File: src/source/lpif_link_cfg.svh
`ifndef LPIF_LINK_CFG_SVH
`define LPIF_LINK_CFG_SVH

////////////////////////////////////////
// LPIF field widths
////////////////////////////////////////

`define LPIF_STATE_W    8
`define LPIF_PROTID_W   4
`define LPIF_DATA_W     128
`define LPIF_DVALID_W   2
`define LPIF_CRC_W      16
`define LPIF_CRCV_W     2
`define LPIF_VALID_W    2

// Field sum is 162, top 2 bits are zero pad
`define LPIF_WORD_W     164

////////////////////////////////////////
// PHY lane layout
////////////////////////////////////////

`define LPIF_LANES      4
`define LPIF_LANE_PAY_W 41
`define LPIF_MRK_W      2
// Payload in [40:0], strobe at 41, marker in [43:42]
`define LPIF_LANE_W     44
`define LPIF_DELAY_W    16

`endif

File: src/source/lpif_link_pkg.sv
`include "lpif_link_cfg.svh"

`default_nettype none

package lpif_link_pkg;

  ////////////////////////////////////////
  // LPIF transfer fields
  ////////////////////////////////////////

  typedef logic [`LPIF_STATE_W-1:0]  state_t;
  typedef logic [`LPIF_PROTID_W-1:0] protid_t;
  typedef logic [`LPIF_DATA_W-1:0]   data_t;
  typedef logic [`LPIF_DVALID_W-1:0] dvalid_t;
  typedef logic [`LPIF_CRC_W-1:0]    crc_t;
  typedef logic [`LPIF_CRCV_W-1:0]   crcv_t;
  typedef logic [`LPIF_VALID_W-1:0]  valid_t;

  // Flat transfer word
  // From LSB data, crc, crc_valid, dvalid, valid, protid, state, pad
  typedef logic [`LPIF_WORD_W-1:0]   word_t;

  ////////////////////////////////////////
  // PHY side and control
  ////////////////////////////////////////

  // One lane word with strobe and marker on top
  typedef logic [`LPIF_LANE_W-1:0]   lane_t;
  typedef logic [`LPIF_MRK_W-1:0]    mrk_t;

  // Cycle count for online delays and strobe period
  typedef logic [`LPIF_DELAY_W-1:0]  delay_t;
  typedef logic [31:0]               dbg_t;

endpackage

`default_nettype wire

File: src/source/lpif_auto_sync.sv
`default_nettype none

module lpif_auto_sync (
  input  logic                  clk_wr,
  input  logic                  rst_n,
  // Raw online levels
  input  logic                  tx_online,
  input  logic                  rx_online,
  // Rx delay, tx delay, strobe period
  input  lpif_link_pkg::delay_t delay_x_value,
  input  lpif_link_pkg::delay_t delay_y_value,
  input  lpif_link_pkg::delay_t delay_z_value,
  input  lpif_link_pkg::mrk_t   tx_mrk_userbit,
  input  logic                  tx_stb_userbit,
  output logic                  tx_online_delay,
  output logic                  rx_online_delay,
  output logic                  tx_auto_stb_userbit,
  output lpif_link_pkg::mrk_t   tx_auto_mrk_userbit,
  output lpif_link_pkg::dbg_t   tx_downstream_debug_status,
  output lpif_link_pkg::dbg_t   rx_upstream_debug_status
);

  typedef enum logic [1:0] {
    SYNC_OFFLINE,
    SYNC_COUNTING,
    SYNC_ONLINE
  } sync_state_e;

  // Index 0 is tx, index 1 is rx
  logic [1:0]            dir_online;
  lpif_link_pkg::delay_t dir_delay [2];
  logic [1:0]            dir_level;

  lpif_link_pkg::delay_t stb_phase;
  lpif_link_pkg::delay_t stb_period;
  lpif_link_pkg::dbg_t   link_status;

  assign dir_online   = {rx_online, tx_online};
  assign dir_delay[0] = delay_y_value;
  assign dir_delay[1] = delay_x_value;

  ////////////////////////////////////////
  // Online delay per direction
  ////////////////////////////////////////

  for (genvar d = 0; d < 2; d++) begin : g_dir
    sync_state_e           state_q;
    lpif_link_pkg::delay_t cnt_q;

    // Delays of 0 and 1 both go online on the next edge
    always_ff @(posedge clk_wr) begin
      if (!rst_n || !dir_online[d]) begin
        state_q <= SYNC_OFFLINE;
        cnt_q   <= '0;
      end else begin
        case (state_q)
          SYNC_OFFLINE: begin
            if (dir_delay[d] < lpif_link_pkg::delay_t'(2)) begin
              state_q <= SYNC_ONLINE;
            end else begin
              state_q <= SYNC_COUNTING;
              cnt_q   <= dir_delay[d] - lpif_link_pkg::delay_t'(2);
            end
          end
          SYNC_COUNTING: begin
            if (cnt_q == '0) begin
              state_q <= SYNC_ONLINE;
            end else begin
              cnt_q <= cnt_q - 1'b1;
            end
          end
          SYNC_ONLINE: state_q <= SYNC_ONLINE;
          default:     state_q <= SYNC_OFFLINE;
        endcase
      end
    end

    assign dir_level[d] = (state_q == SYNC_ONLINE);

    // Delayed level drops one edge after its raw level
    a_level_follows_online: assert property (@(posedge clk_wr) disable iff (!rst_n)
      !dir_online[d] |=> !dir_level[d]);
  end

  assign tx_online_delay = dir_level[0];
  assign rx_online_delay = dir_level[1];

  ////////////////////////////////////////
  // Persistent strobe and marker
  ////////////////////////////////////////

  // Period of zero treated as one
  assign stb_period = (delay_z_value == '0) ? lpif_link_pkg::delay_t'(1) : delay_z_value;

  // Phase 0 on the first online cycle
  always_ff @(posedge clk_wr) begin
    if (!rst_n || !tx_online_delay) begin
      stb_phase <= '0;
    end else if (stb_phase >= stb_period - 1'b1) begin
      stb_phase <= '0;
    end else begin
      stb_phase <= stb_phase + 1'b1;
    end
  end

  assign tx_auto_stb_userbit = tx_online_delay && ((stb_phase == '0) || tx_stb_userbit);
  assign tx_auto_mrk_userbit = tx_online_delay ? tx_mrk_userbit : '0;

  // Strobe gone one edge after tx_online drops
  a_stb_offline: assert property (@(posedge clk_wr) disable iff (!rst_n)
    !tx_online |=> !tx_auto_stb_userbit);

  // Same status word on both sides
  assign link_status = {12'h0, tx_online_delay, rx_online_delay, 18'h0};
  assign tx_downstream_debug_status = link_status;
  assign rx_upstream_debug_status   = link_status;

endmodule

`default_nettype wire

File: src/source/lpif_user_pack.sv
`default_nettype none

module lpif_user_pack (
  input  logic                   clk_wr,
  input  logic                   rst_n,
  input  logic                   rx_online_delay,
  // Downstream transfer
  input  lpif_link_pkg::state_t  dstrm_state,
  input  lpif_link_pkg::protid_t dstrm_protid,
  input  lpif_link_pkg::data_t   dstrm_data,
  input  lpif_link_pkg::dvalid_t dstrm_dvalid,
  input  lpif_link_pkg::crc_t    dstrm_crc,
  input  lpif_link_pkg::crcv_t   dstrm_crc_valid,
  input  lpif_link_pkg::valid_t  dstrm_valid,
  // Received word from the lanes
  input  lpif_link_pkg::word_t   rx_word,
  output lpif_link_pkg::word_t   tx_word,
  // Upstream transfer
  output lpif_link_pkg::state_t  ustrm_state,
  output lpif_link_pkg::protid_t ustrm_protid,
  output lpif_link_pkg::data_t   ustrm_data,
  output lpif_link_pkg::dvalid_t ustrm_dvalid,
  output lpif_link_pkg::crc_t    ustrm_crc,
  output lpif_link_pkg::crcv_t   ustrm_crc_valid,
  output lpif_link_pkg::valid_t  ustrm_valid
);

  // Used field bits, the rest of the word is pad
  localparam int FIELD_W = $bits(lpif_link_pkg::state_t) + $bits(lpif_link_pkg::protid_t)
                         + $bits(lpif_link_pkg::data_t) + $bits(lpif_link_pkg::dvalid_t)
                         + $bits(lpif_link_pkg::crc_t) + $bits(lpif_link_pkg::crcv_t)
                         + $bits(lpif_link_pkg::valid_t);
  localparam int PAD_W   = $bits(lpif_link_pkg::word_t) - FIELD_W;

  ////////////////////////////////////////
  // Tx pack
  ////////////////////////////////////////

  // Taken every cycle, valid bits ride along
  always_ff @(posedge clk_wr) begin
    tx_word <= {{PAD_W{1'b0}}, dstrm_state, dstrm_protid, dstrm_valid,
                dstrm_dvalid, dstrm_crc_valid, dstrm_crc, dstrm_data};
  end

  ////////////////////////////////////////
  // Rx unpack
  ////////////////////////////////////////

  // Outputs held at zero while rx is not online
  always_ff @(posedge clk_wr) begin
    if (!rst_n || !rx_online_delay) begin
      ustrm_state     <= '0;
      ustrm_protid    <= '0;
      ustrm_valid     <= '0;
      ustrm_dvalid    <= '0;
      ustrm_crc_valid <= '0;
      ustrm_crc       <= '0;
      ustrm_data      <= '0;
    end else begin
      // Pad bits dropped here
      {ustrm_state, ustrm_protid, ustrm_valid, ustrm_dvalid,
       ustrm_crc_valid, ustrm_crc, ustrm_data} <= rx_word[FIELD_W-1:0];
    end
  end

  // Far side sends zero pad, so nonzero pad means broken lanes
  a_pad_zero: assert property (@(posedge clk_wr) disable iff (!rst_n)
    rx_online_delay |-> rx_word[$bits(lpif_link_pkg::word_t)-1 -: PAD_W] == '0);

endmodule

`default_nettype wire

File: src/source/lpif_phy_concat.sv
`include "lpif_link_cfg.svh"

`default_nettype none

module lpif_phy_concat (
  input  logic                  clk_wr,
  input  logic                  rst_n,
  // From auto sync
  input  logic                  tx_online_delay,
  input  logic                  tx_auto_stb_userbit,
  input  lpif_link_pkg::mrk_t   tx_auto_mrk_userbit,
  // Packed transfer word
  input  lpif_link_pkg::word_t  tx_word,
  // PHY lanes in
  input  lpif_link_pkg::lane_t  rx_phy0,
  input  lpif_link_pkg::lane_t  rx_phy1,
  input  lpif_link_pkg::lane_t  rx_phy2,
  input  lpif_link_pkg::lane_t  rx_phy3,
  // PHY lanes out
  output lpif_link_pkg::lane_t  tx_phy0,
  output lpif_link_pkg::lane_t  tx_phy1,
  output lpif_link_pkg::lane_t  tx_phy2,
  output lpif_link_pkg::lane_t  tx_phy3,
  // Reassembled word
  output lpif_link_pkg::word_t  rx_word
);

  localparam int LANES   = `LPIF_LANES;
  localparam int PAY_W   = `LPIF_LANE_PAY_W;
  localparam int MRK_W   = `LPIF_MRK_W;
  // Strobe right above the payload, marker on top
  localparam int STB_POS = PAY_W;
  localparam int MRK_LSB = PAY_W + 1;

  lpif_link_pkg::lane_t tx_lane_d [LANES];
  lpif_link_pkg::lane_t tx_lane_q [LANES];
  lpif_link_pkg::lane_t rx_lane   [LANES];

  ////////////////////////////////////////
  // Tx lane split
  ////////////////////////////////////////

  // Lane n takes word bits from n*PAY_W upward
  always_comb begin
    for (int n = 0; n < LANES; n++) begin
      tx_lane_d[n]              = '0;
      tx_lane_d[n][PAY_W-1:0]   = tx_word[n*PAY_W +: PAY_W];
      // Strobe only on lane 0
      if (n == 0) begin
        tx_lane_d[n][STB_POS] = tx_auto_stb_userbit;
      end
      // Marker only on the last lane
      if (n == LANES - 1) begin
        tx_lane_d[n][MRK_LSB +: MRK_W] = tx_auto_mrk_userbit;
      end
    end
  end

  // Same stage for payload, strobe and marker
  always_ff @(posedge clk_wr) begin
    for (int n = 0; n < LANES; n++) begin
      if (!rst_n || !tx_online_delay) begin
        tx_lane_q[n] <= '0;
      end else begin
        tx_lane_q[n] <= tx_lane_d[n];
      end
    end
  end

  assign tx_phy0 = tx_lane_q[0];
  assign tx_phy1 = tx_lane_q[1];
  assign tx_phy2 = tx_lane_q[2];
  assign tx_phy3 = tx_lane_q[3];

  // Lanes quiet on the edge after tx goes offline
  a_tx_quiet: assert property (@(posedge clk_wr) disable iff (!rst_n)
    !tx_online_delay |=> (tx_phy0 == '0) && (tx_phy1 == '0)
                         && (tx_phy2 == '0) && (tx_phy3 == '0));

  ////////////////////////////////////////
  // Rx lane strip
  ////////////////////////////////////////

  assign rx_lane[0] = rx_phy0;
  assign rx_lane[1] = rx_phy1;
  assign rx_lane[2] = rx_phy2;
  assign rx_lane[3] = rx_phy3;

  // Strobe and marker bits discarded
  always_ff @(posedge clk_wr) begin
    for (int n = 0; n < LANES; n++) begin
      rx_word[n*PAY_W +: PAY_W] <= rx_lane[n][PAY_W-1:0];
    end
  end

endmodule

`default_nettype wire

File: src/source/lpif_link_master_top.sv
`default_nettype none

module lpif_link_master_top (
  input  logic                   clk_wr,
  input  logic                   rst_n,
  // Link control
  input  logic                   tx_online,
  input  logic                   rx_online,
  // PHY lanes
  output lpif_link_pkg::lane_t   tx_phy0,
  input  lpif_link_pkg::lane_t   rx_phy0,
  output lpif_link_pkg::lane_t   tx_phy1,
  input  lpif_link_pkg::lane_t   rx_phy1,
  output lpif_link_pkg::lane_t   tx_phy2,
  input  lpif_link_pkg::lane_t   rx_phy2,
  output lpif_link_pkg::lane_t   tx_phy3,
  input  lpif_link_pkg::lane_t   rx_phy3,
  // Downstream channel
  input  lpif_link_pkg::state_t  dstrm_state,
  input  lpif_link_pkg::protid_t dstrm_protid,
  input  lpif_link_pkg::data_t   dstrm_data,
  input  lpif_link_pkg::dvalid_t dstrm_dvalid,
  input  lpif_link_pkg::crc_t    dstrm_crc,
  input  lpif_link_pkg::crcv_t   dstrm_crc_valid,
  input  lpif_link_pkg::valid_t  dstrm_valid,
  // Upstream channel
  output lpif_link_pkg::state_t  ustrm_state,
  output lpif_link_pkg::protid_t ustrm_protid,
  output lpif_link_pkg::data_t   ustrm_data,
  output lpif_link_pkg::dvalid_t ustrm_dvalid,
  output lpif_link_pkg::crc_t    ustrm_crc,
  output lpif_link_pkg::crcv_t   ustrm_crc_valid,
  output lpif_link_pkg::valid_t  ustrm_valid,
  // Status
  output lpif_link_pkg::dbg_t    tx_downstream_debug_status,
  output lpif_link_pkg::dbg_t    rx_upstream_debug_status,
  // Config
  input  lpif_link_pkg::mrk_t    tx_mrk_userbit,
  input  logic                   tx_stb_userbit,
  input  lpif_link_pkg::delay_t  delay_x_value,
  input  lpif_link_pkg::delay_t  delay_y_value,
  input  lpif_link_pkg::delay_t  delay_z_value
);

  ////////////////////////////////////////
  // Internal wires
  ////////////////////////////////////////

  logic                 tx_online_delay;
  logic                 rx_online_delay;
  logic                 tx_auto_stb_userbit;
  lpif_link_pkg::mrk_t  tx_auto_mrk_userbit;
  lpif_link_pkg::word_t tx_word;
  lpif_link_pkg::word_t rx_word;

  // Online delays, strobe and marker, status words
  lpif_auto_sync i_auto_sync (
    .clk_wr, .rst_n, .tx_online, .rx_online,
    .delay_x_value, .delay_y_value, .delay_z_value,
    .tx_mrk_userbit, .tx_stb_userbit,
    .tx_online_delay, .rx_online_delay,
    .tx_auto_stb_userbit, .tx_auto_mrk_userbit,
    .tx_downstream_debug_status, .rx_upstream_debug_status
  );

  // Field pack and unpack
  lpif_user_pack i_user_pack (
    .clk_wr, .rst_n, .rx_online_delay,
    .dstrm_state, .dstrm_protid, .dstrm_data, .dstrm_dvalid,
    .dstrm_crc, .dstrm_crc_valid, .dstrm_valid,
    .rx_word, .tx_word,
    .ustrm_state, .ustrm_protid, .ustrm_data, .ustrm_dvalid,
    .ustrm_crc, .ustrm_crc_valid, .ustrm_valid
  );

  // Lane split and reassembly
  lpif_phy_concat i_phy_concat (
    .clk_wr, .rst_n, .tx_online_delay,
    .tx_auto_stb_userbit, .tx_auto_mrk_userbit, .tx_word,
    .rx_phy0, .rx_phy1, .rx_phy2, .rx_phy3,
    .tx_phy0, .tx_phy1, .tx_phy2, .tx_phy3,
    .rx_word
  );

endmodule

`default_nettype wire

File: config.mk
export PLATFORM = sky130hd
export DESIGN_NAME = lpif_link_master_top
export DESIGN_NICKNAME = d
export VERILOG_FILES = /design/src/source/lpif_link_pkg.sv /design/src/source/lpif_auto_sync.sv /design/src/source/lpif_user_pack.sv /design/src/source/lpif_phy_concat.sv /design/src/source/lpif_link_master_top.sv
export VERILOG_INCLUDE_DIRS = /design/src /design/src/source
export SDC_FILE = /design/constraint.sdc
export NUM_CORES = 1
export LEC_CHECK = 0
export BUFFER_PORTS_ARGS = -buffer_cell sky130_fd_sc_hd__buf_2
export CAP_MARGIN = 15
export CELL_PAD_IN_SITES_DETAIL_PLACEMENT = 0
export CELL_PAD_IN_SITES_GLOBAL_PLACEMENT = 1
export CORE_AREA = 2 2 309 311
export CTS_CLUSTER_SIZE = 20
export DETAILED_ROUTE_END_ITERATION = 16
export DIE_AREA = 0 0 311 313
export GPL_TIMING_DRIVEN = 0
export MAX_ROUTING_LAYER = met4
export PLACE_DENSITY = 0.48
export SLEW_MARGIN = 20
export SYNTH_ARGS = -nofsm -noshare
export SYNTH_HDL_FRONTEND = slang
export SYNTH_SLANG_ARGS = --single-unit
File: constraint.sdc
create_clock -name clk_wr -period 9.61 [get_ports clk_wr]
set_input_delay 0.4805 -clock clk_wr [delete_from_list [all_inputs] [get_ports clk_wr]]
set_output_delay 0.4805 -clock clk_wr [all_outputs]
set_load 0.005 [all_outputs]
==> results of run 1 <==
[final cells by class]
cell class                 instances  area (um^2)  area share
buffer                           175        955.9     0.03026
tap                             1265         1583     0.05010
clock inverter                    33        521.8     0.01652
clock buffer                     107         2202     0.06971
timing repair buffer            1033         6792      0.2150
inverter                          21        78.83    0.002495
sequential                       703        14070      0.4455
antenna                           10        25.02   0.0007921
multi-input combinational        852         5359      0.1696
[synth_stat cells, drive strengths merged, types with 9 or more instances]
cell	count
o31ai	16
inv	21
xnor2	28
nand2	49
o311ai	10
a21oi	22
and3	336
xor2	17
dfxtp	703
nor3	17
o21ai	33
nor4	16
ha	31
clkbuf	96
nand3	21
nand4	9
nor2	50
buf	79
o211ai	11
[per-stage QoR]
step | util | total power [mW] | setup slack, ps | area, um^2 | hold slack, ps
after global routing | 0.3355 | 6.967 | 4661 | 31590 | 44.78
after global placement | 0.2719 | 3.479 | 4522 | 25600 | 445.2
after floorplan | - | 3.292 | 5499 | 20470 | 435.7
final | 0.3355 | 6.687 | 5153 | 31590 | 78.49
after detailed placement | 0.2719 | 3.484 | 4497 | 25600 | 449.6
after CTS | 0.3352 | 6.792 | 5155 | 31570 | 13.09
[power groups by stage]
stage | logic (mW) | registers (mW) | clock network [mW]
4_1_cts | 0.489 | 3.05 | 3.26
2_1_floorplan | 0.187 | 3.10 | 0
5_1_grt | 0.534 | 3.06 | 3.38
3_5_place_dp | 0.372 | 3.11 | 0
6_report | 0.483 | 3.05 | 3.16
3_3_place_gp | 0.370 | 3.11 | 0
[routing by layer]
layer	wire, um	vias up
met4	2579	0
met1	28830	7804
li1	-	8055
met2	36810	573
met3	5928	133
met5	0	-
[kinds of logic after synthesis]
family,share of synthesized area
fa+ha+maj,0.01920
buf+inv,0.05121
other cells,0.0001856
mux,0.001486
simple gates,0.1584
compound gates,0.05344
flops,0.6966
xor+xnor,0.01951
[sequential cells by signal (all words and copies together) (netlist names), 4 cells and up]
name	count
i_phy_concat.tx_lane_q	165
i_auto_sync.g_dir.cnt_q	32
i_user_pack.tx_word	162
i_user_pack.ustrm_state	8
i_phy_concat.rx_word	162
i_user_pack.ustrm_protid	4
i_auto_sync.stb_phase	16
i_user_pack.ustrm_data	128
i_auto_sync.g_dir.state_q	4
i_user_pack.ustrm_crc	16
[critical path: cells and delay by family]
kind	cells	cell delay (ps)
buffers and inverters	2	540
and+or+nand+nor	11	2600
xor gates and xnor gates	1	130
adders and majority gates	2	510
AOI/OAI and AO/OA	2	690
[path summary, 6_finish.rpt]
check        slack, ps                            end  cells past startpoint
min                 80  i_phy_concat.tx_lane_q[1][86]                      2
max reg2reg       6930      i_auto_sync.stb_phase[12]                      7
max               5150      i_auto_sync.stb_phase[12]                     18
min reg2reg        450     i_user_pack.ustrm_data[57]                      1
[repair_timing]
action	CTS	global route
setup buffers	0	0
endpoints found under the hold margin	324	0
hold buffers	324	0
[layout by cell type (no fill, tap or decap), types with 21 or more instances in the layout]
cell | Yosys | routed
clkbuf_1 | 96 | 112
and3_1 | 336 | 336
a21oi_1 | 22 | 22
conb_1 | 1 | 71
clkbuf_16 | 0 | 79
dlygate4sd3_1 | 0 | 324
dfxtp_1 | 703 | 703
ha_1 | 31 | 31
nand2_1 | 49 | 49
buf_4 | 75 | 75
buf_2 | 2 | 711
nand3_1 | 21 | 21
inv_1 | 21 | 21
nor2_1 | 50 | 50
o21ai_0 | 24 | 24
xnor2_1 | 28 | 28
==> results.py, run 1 <==
metrics = {
    "setup_path": {
        "arrival_ps": 4960,
        "reg2reg_from": "i_auto_sync.stb_phase[7]",
        "crit_type": "input port to flip-flop",
        "crit_slowest_cell": "nor4_1",
        "critPathCaptureType": "flip-flop",
        "startpoint_type": "input port",
        "critPathMaxStageDelay_ps": 660,
        "crit_start": "delay_z_value[1]",
        "worstPathRequired_ps": 10110,
        "cp_max_fo": 10,
        "cp_cell_sequence": "buf_2 > nor4_1 > nand3_1 > or3_1 > nor2b_1 > ha_1 > nor3b_1 > and2_1 > nand2_1 > nor4_1 > xnor2_1 > ha_1 > o2111ai_1 > nor3_1 > nand3_1 > o211ai_1 > clkbuf_1 > nor2_1",
    },
    "power_and_ir_drop": {
        "p_sw_mw": 1.548,
        "switching_share": 0.2315,
        "ir_drop_mv": 0.1413,
        "combPwrFrac": 0.072,
        "seq_power_share": 0.456,
        "intPower_mw": 5.139,
        "p_clk_frac": 0.472,
        "leakagePower_nw": 15.62,
        "powerDensity_nw_per_um2": 211.7,
    },
    "floorplanning": {
        "io-pin-count": 795,
        "start_util": 0.2146,
        "die_area_um2": 97340,
        "std_cell_rows": 113,
        "fp.dieW_um": 311,
        "die_h_um": 313,
        "coreArea_um2": 94160,
    },
    "synth": {
        "ys.flop_type": "dfxtp_1",
        "async_reset_ff_frac": 0,
        "netlist_instances": 1681,
        "netlist_top_cells_area": "dfxtp_1 70%, and3_1 10%, buf_4 2.8%",
        "postSynthAreaPerCell_um2": 12.02,
        "synth-seq-cells": 703,
        "synth_cell_types": 61,
        "syn_area_um2": 20200,
        "yosysWarnings": 0,
        "synth_area_leader_cell": "dfxtp_1",
        "yosys.area.top_type_share": 0.6966,
        "synth-edff-count": 0,
        "yosysSeqAreaShare": 0.6966,
    },
    "clock_network": {
        "cts_resized": 0,
        "numCtsBuffers": 79,
        "cts_root_buf": "clkbuf_16",
        "clock_latency_ps": 650,
        "clockBufferDepth": 3,
        "cts_tree": "yes",
        "worst_setup_hold_path_clk_slew_ps": 60,
        "clock-sinks": 703,
        "htreeDepth": 3,
    },
    "global_route": {
        "met3_usage": 0.05392,
        "grt_max_degree": 15,
        "grt_busiest_layer": "met2",
        "grt_pass1_vias": 17467,
        "grt_pass1_wl_mm": 108.8,
        "use_met1": 0.1629,
        "grt_overflow_total": 0,
        "antenna_found_initial": 12,
        "use_met2": 0.2598,
        "grtUsageTotal": 0.1530,
    },
    "layout": {
        "fillers": 9744,
        "stdcell_count": 4199,
        "drive_above_1_share": 0.3153,
        "fin_nets": 3289,
        "area_growth_pct": 56.35,
    },
    "sta": {
        "final.setup_skew_ps": 24.15,
        "hold_viol_final": 0,
        "min_period_ps": 4457,
        "worstMarginPinSlew_ps": 1052,
        "slew_violations": 0,
        "finalCritPeriodShare": 0.4638,
        "max_slew_margin": 0.2990,
        "setup_viol": 0,
        "fin_setup_tns_ps": 0,
        "rsz0062_at_grt": "false",
        "fmax_ghz": 0.2243,
    },
    "drt": {
        "dr_total_vias": 16565,
        "drtIter0Drc": 782,
        "via_per_inst": 3.945,
        "routed_wl_mm": 74.15,
        "wl_per_cell_um": 17.66,
        "antenna_left": 0,
        "first_pass_iters": 5,
        "drc": 0,
    },
    "flow_run": {
        "max_cap_violations": 0,
    },
    "min_path": {
        "holdCritStartpoint": "tx_mrk_userbit[0]",
        "hold_path.class": "input port to flip-flop",
    },
    "placement": {
        "dp.cells": 3725,
        "io_buffers": 709,
        "place_hpwl_mm": 57.14,
        "gp_congestion": 0.8410,
    },
    "run_status": {
        "status": "complete, no violations",
    },
}
No activity file was read; power rests on OpenSTA's default activity.
==> run 2: changes to the inputs <==
CORE_AREA = 2 2 313 315   (was 2 2 309 311)
DIE_AREA = 0 0 315 317   (was 0 0 311 313)
PLACE_DENSITY = 0.47   (was 0.48)
clock period = 4.65 ns   (was 9.61 ns; I/O delays follow)
==> results.py, run 2 (synthesis results as in run 1) <==
metrics = {
    "sta": {
        "rsz0062_at_grt": "false",
        "min_period_ps": 3963,
        "slew_violations": 0,
        "fmax_ghz": 0.2524,
        "hold_viol_final": 0,
        "finalCritPeriodShare": 0.8522,
        "final.setup_skew_ps": 33.08,
        "worstMarginPinSlew_ps": 995.3,
        "setup_viol": 0,
        "max_slew_margin": 0.3313,
    },
    "clock_network": {
        "htreeDepth": 3,
        "clock_latency_ps": 650,
        "cts_setup_buffers": 0,
        "numCtsBuffers": 79,
        "cts_tree": "yes",
        "clockBufferDepth": 3,
        "clock-sinks": 703,
        "cts_root_buf": "clkbuf_16",
        "worst_setup_hold_path_clk_slew_ps": 60,
    },
    "global_route": {
        "antenna_found_initial": 19,
        "grt_pass1_vias": 17053,
        "grt_overflow_total": 0,
        "grt_pass1_wl_mm": 109.2,
        "grtUsageTotal": 0.1515,
        "grt_max_degree": 14,
    },
    "setup_path": {
        "reg2reg_slack_ps": 1990,
        "startpoint_type": "input port",
        "crit_start": "delay_z_value[1]",
        "worstPathRequired_ps": 5150,
        "r2r-end": "i_auto_sync.g_dir[0].state_q[0]",
        "reg2reg_from": "i_auto_sync.g_dir[0].cnt_q[0]",
        "worstRegToRegCells": 7,
        "crit_type": "input port to flip-flop",
        "cp_max_fo": 10,
        "critPathCaptureType": "flip-flop",
        "arrival_ps": 4460,
    },
    "power_and_ir_drop": {
        "ir_drop_mv": 0.2448,
        "powerDensity_nw_per_um2": 432.6,
        "power_mw": 13.73,
        "leakagePower_nw": 15.68,
    },
    "floorplanning": {
        "coreArea_um2": 96280,
        "std_cell_rows": 114,
        "die_area_um2": 99860,
        "start_util": 0.2099,
        "io-pin-count": 795,
        "die_h_um": 317,
        "fp.dieW_um": 315,
    },
    "layout": {
        "largest_reg_flops": 165,
        "final_util": 0.3296,
        "fillers": 9949,
        "drive_above_1_share": 0.3177,
        "final_cell_mix": "711 x buf_2, 703 x dfxtp_1, 336 x and3_1, 333 x dlygate4sd3_1, 106 x clkbuf_1",
        "fin_nets": 3298,
        "area_growth_pct": 57.04,
        "final_common_cell": "buf_2",
        "reg.largest.list": "i_phy_concat.tx_lane_q x165, i_phy_concat.rx_word x162, i_user_pack.tx_word x162",
        "top_register": "i_phy_concat.tx_lane_q",
    },
    "placement": {
        "place_hpwl_mm": 59.33,
        "io_buffers": 709,
        "gp_congestion": 0.8264,
    },
    "drt": {
        "routed_wl_mm": 76.52,
        "via_per_inst": 3.903,
        "first_pass_iters": 5,
        "dr_total_vias": 16500,
        "wl_met3_mm": 4.827,
        "dr_wl_met2_mm": 38.48,
        "wl_per_cell_um": 18.10,
        "drtIter0Drc": 700,
        "wl_met1_mm": 30.98,
        "drc": 0,
        "antenna_left": 0,
        "routed.top_layer": "met4",
    },
    "min_path": {
        "min_delay_path_depth": 5,
        "min_to": "i_auto_sync.g_dir[1].state_q[0]",
        "holdCritStartpoint": "delay_x_value[15]",
        "hold_path.class": "input port to flip-flop",
    },
    "flow_run": {
        "max_cap_violations": 0,
    },
    "run_status": {
        "status": "complete, no violations",
    },
}
run 2: layer usage:
layer / vias up / track usage
met2: 548 / 0.2590
met3: 113 / 0.03880
li1: 8070 / -
met5: - / -
met4: 0 / 0.05292
met1: 7769 / 0.1711
run 2: power by group:
group | internal [mW] | leakage (nW) | switching, mW
logic | 0.517 | 8.53 | 0.496
registers | 6.23 | 5.79 | 0.0665
clock network | 3.80 | 1.35 | 2.62
total | 10.5 | 15.7 | 3.18
run 2: through the flow:
step                      instances  setup TNS [ps]  hold WS (ps)  setup slack [ps]  cell area (um^2)
final                          4228               0         91.38             687.4             31730
after global routing           4225               0         58.49             260.8             31720
after CTS                      4213               0         7.841             525.2             31690
after detailed placement       3736           -1464         336.1            -162.3             25610
after global placement         3736           -1485         334.4            -161.5             25610
after floorplan                1751               0         260.2             787.0             20470
run 2: worst max path at each step:
stage                           endpoint  slack, ps  cells after the start
5_1_grt         i_auto_sync.stb_phase[9]        260                     18
3_3_place_gp   i_auto_sync.stb_phase[13]       -160                     18
4_1_cts         i_auto_sync.stb_phase[9]        530                     18
2_1_floorplan  i_auto_sync.stb_phase[10]        790                     17
6_report        i_auto_sync.stb_phase[9]        690                     18
3_5_place_dp    i_auto_sync.stb_phase[9]       -160                     18
run 2: layout make-up:
class / instances / area (um^2) / area share
Antenna cell: 15 / 37.54 / 0.001183
Buffer: 175 / 957.2 / 0.03017
Clock buffer: 114 / 2360 / 0.07437
Clock inverter: 30 / 379.1 / 0.01195
Inverter: 21 / 78.83 / 0.002484
Multi-Input combinational cell: 852 / 5365 / 0.1691
Sequential cell: 703 / 14070 / 0.4436
Tap cell: 1276 / 1597 / 0.05032
Timing Repair Buffer: 1042 / 6882 / 0.2169
run 2: what timing repair did:
item                       CTS  global route
resized for setup            0             1
hold buffers               333             0
setup endpoints to repair    0             1
hold endpoints to repair   333             0
run 2: worst max-delay path, cell delays in order:
cell,delay (ps)
buf_2,120
nor4_2,480
nand3_1,250
or3_1,440
nor2b_1,180
ha_1,200
nor3b_1,170
and2_1,200
nand2_1,110
nor4_1,60
xnor2_1,130
ha_1,310
o2111ai_1,150
nor3_1,290
nand3_1,110
o211ai_1,520
clkbuf_1,410
nor2_1,100
==> run 3: changes to the inputs <==
CORE_AREA = 2 2 311 313   (was 2 2 313 315)
DIE_AREA = 0 0 313 315   (was 0 0 315 317)
PLACE_DENSITY = 0.48   (was 0.47)
SYNTH_HIERARCHICAL = 1   (was not set)
TNS_END_PERCENT = 10   (was not set)
==> results.py, run 3 <==
metrics = {
    "sta": {
        "worstMarginPinSlew_ps": 850.8,
        "rsz0062_at_grt": "false",
        "min_period_ps": 3364,
        "finalCritPeriodShare": 0.7234,
        "fmax_ghz": 0.2973,
        "setup_ws_ps": 1286,
        "final.setup_skew_ps": 27.55,
        "fin_setup_tns_ps": 0,
        "hold_viol_final": 0,
        "slew_violations": 0,
        "setup_viol": 0,
        "max_slew_margin": 0.4268,
    },
    "setup_path": {
        "worstRegToRegCells": 9,
        "critPathCaptureType": "flip-flop",
        "crit_type": "input port to flip-flop",
        "reg2reg_slack_ps": 1760,
        "startpoint_type": "input port",
        "arrival_ps": 3900,
        "reg2reg_from": "i_auto_sync/g_dir[0].cnt_q[0]",
        "cp_max_fo": 10,
        "worstPathRequired_ps": 5190,
        "r2r-end": "i_auto_sync/g_dir[0].cnt_q[15]",
    },
    "synth": {
        "syn_area_um2": 20490,
        "yosysWarnings": 6,
        "postSynthAreaPerCell_um2": 12.11,
        "netlist_instances": 1691,
    },
    "min_path": {
        "holdCritStartpoint": "delay_x_value[10]",
        "min_delay_path_depth": 4,
        "min_to": "i_auto_sync/g_dir[1].cnt_q[10]",
        "hold_path.class": "input port to flip-flop",
    },
    "floorplanning": {
        "coreArea_um2": 95710,
        "die_area_um2": 98600,
        "die_h_um": 315,
        "std_cell_rows": 114,
        "start_util": 0.2140,
        "io-pin-count": 795,
        "fp.dieW_um": 313,
    },
    "drt": {
        "first_pass_iters": 5,
        "routed_wl_mm": 74.24,
        "drtIter0Drc": 791,
        "wl_per_cell_um": 17.51,
        "drc": 0,
        "dr_total_vias": 16641,
        "antenna_left": 0,
        "via_per_inst": 3.926,
    },
    "layout": {
        "final_cell_mix": "749 x buf_2, 705 x dfxtp_1, 335 x dlygate4sd3_1, 330 x and3_1, 83 x clkbuf_16",
        "drive_above_1_share": 0.3363,
        "reg.largest.list": "i_phy_concat/tx_lane_q x167, i_phy_concat/rx_word x162, i_user_pack/tx_word x162",
        "multiInputGateArea_um2": 5474,
        "largest_reg_flops": 167,
        "fin_nets": 3312,
        "stdcell_area_um2": 32060,
        "top_register": "i_phy_concat/tx_lane_q",
        "final_common_cell": "buf_2",
        "area_growth_pct": 56.52,
        "stdcell_count": 4239,
        "register_area_um2": 14110,
        "fillers": 9831,
    },
    "flow_run": {
        "max_cap_violations": 0,
    },
    "clock_network": {
        "worst_setup_hold_path_clk_slew_ps": 60,
        "clockBufferDepth": 3,
        "cts_tree": "yes",
        "cts_root_buf": "clkbuf_16",
        "clock-sinks": 705,
        "clock_latency_ps": 650,
        "cts_resized": 0,
        "htreeDepth": 3,
        "numCtsBuffers": 81,
    },
    "global_route": {
        "antenna_found_initial": 11,
        "grt_overflow_total": 0,
        "grt_pass1_vias": 17007,
        "grtUsageTotal": 0.1485,
        "grt_pass1_wl_mm": 107.2,
        "grt_max_degree": 14,
    },
    "placement": {
        "dp.cells": 3746,
        "dpl_cell_area_um2": 25900,
        "io_buffers": 711,
        "place_hpwl_mm": 56.73,
        "gp_congestion": 0.8661,
        "dpl_worst_slack_ps": 705.8,
    },
    "run_status": {
        "status": "complete, no violations",
    },
    "power_and_ir_drop": {
        "ir_drop_mv": 0.2450,
        "powerDensity_nw_per_um2": 433.0,
        "leakagePower_nw": 15.92,
    },
}
-- run 3: cell types whose count changed in the layout (fill, tap and decap cells not counted), sizes merged, moves of 10 or more --
| cell | previous run | this run |
|---|---|---|
| nor3 | 17 | 28 |
| a211oi | 8 | 20 |
| buf | 788 | 840 |
| clkbuf | 210 | 153 |
| or3 | 4 | 14 |
| nor2 | 50 | 33 |
-- run 3: stage by stage --
stage	utilization	power, mW	hold slack [ps]
floorplan	-	6.829	260.2
global placement	0.2706	7.220	334.5
detailed placement	0.2706	7.228	336.1
CTS	0.3346	14.12	0.2082
global route	0.3349	14.48	59.01
finish	0.3350	13.88	63.70
-- run 3: critical path: stages --
cell	delay [ps]
buf_2	150
or4_1	550
nor4_1	370
a21oi_1	190
ha_1	270
nor3b_1	200
nand2_1	140
nor3_1	70
xnor2_1	130
ha_1	190
a21o_1	180
a21o_1	170
a21oi_1	320
inv_1	200
clkbuf_1	270
a211oi_1	280
-- run 3: what timing repair did --
action                     in CTS  in global routing
setup buffers                   0                  0
setup endpoints to repair       0                  0
hold buffers                  335                  0
hold endpoints to repair      335                  0
-- run 3: metal layers --
metal,track usage,share of wire,vias up
li1,-,-,8162
met5,-,0,-
met1,0.1717,0.41,7740
met4,0.04915,0.029,0
met3,0.04295,0.074,127
met2,0.2467,0.49,612
-- run 3: worst max path at each step --
stage,start,cells after the start,endpoint,slack [ps]
global route,delay_z_value[11],14,i_auto_sync/stb_phase[10],1010
finish,delay_z_value[4],16,i_auto_sync/stb_phase[10],1290
detailed placement,delay_z_value[4],15,i_auto_sync/stb_phase[10],710
CTS,delay_z_value[4],15,i_auto_sync/stb_phase[10],1430
global placement,delay_z_value[4],15,i_auto_sync/stb_phase[15],700
floorplan,delay_z_value[4],14,i_auto_sync/stb_phase[10],1500
-- run 3: power by group --
| part | internal, mW | switching (mW) | total (mW) |
|---|---|---|---|
| logic | 0.524 | 0.499 | 1.02 |
| registers | 6.25 | 0.0719 | 6.32 |
| clock network | 3.90 | 2.64 | 6.54 |
-- run 3: layout make-up --
type | instances | share of cell area
diodes | 13 | 0.001015
plain buffers | 173 | 0.03387
clock buffers | 109 | 0.07063
clock inverters | 36 | 0.01580
inverters | 21 | 0.002458
multi-input cells | 860 | 0.1707
flip-flops and latches | 705 | 0.4402
well taps | 1276 | 0.04979
repair buffers | 1046 | 0.2156
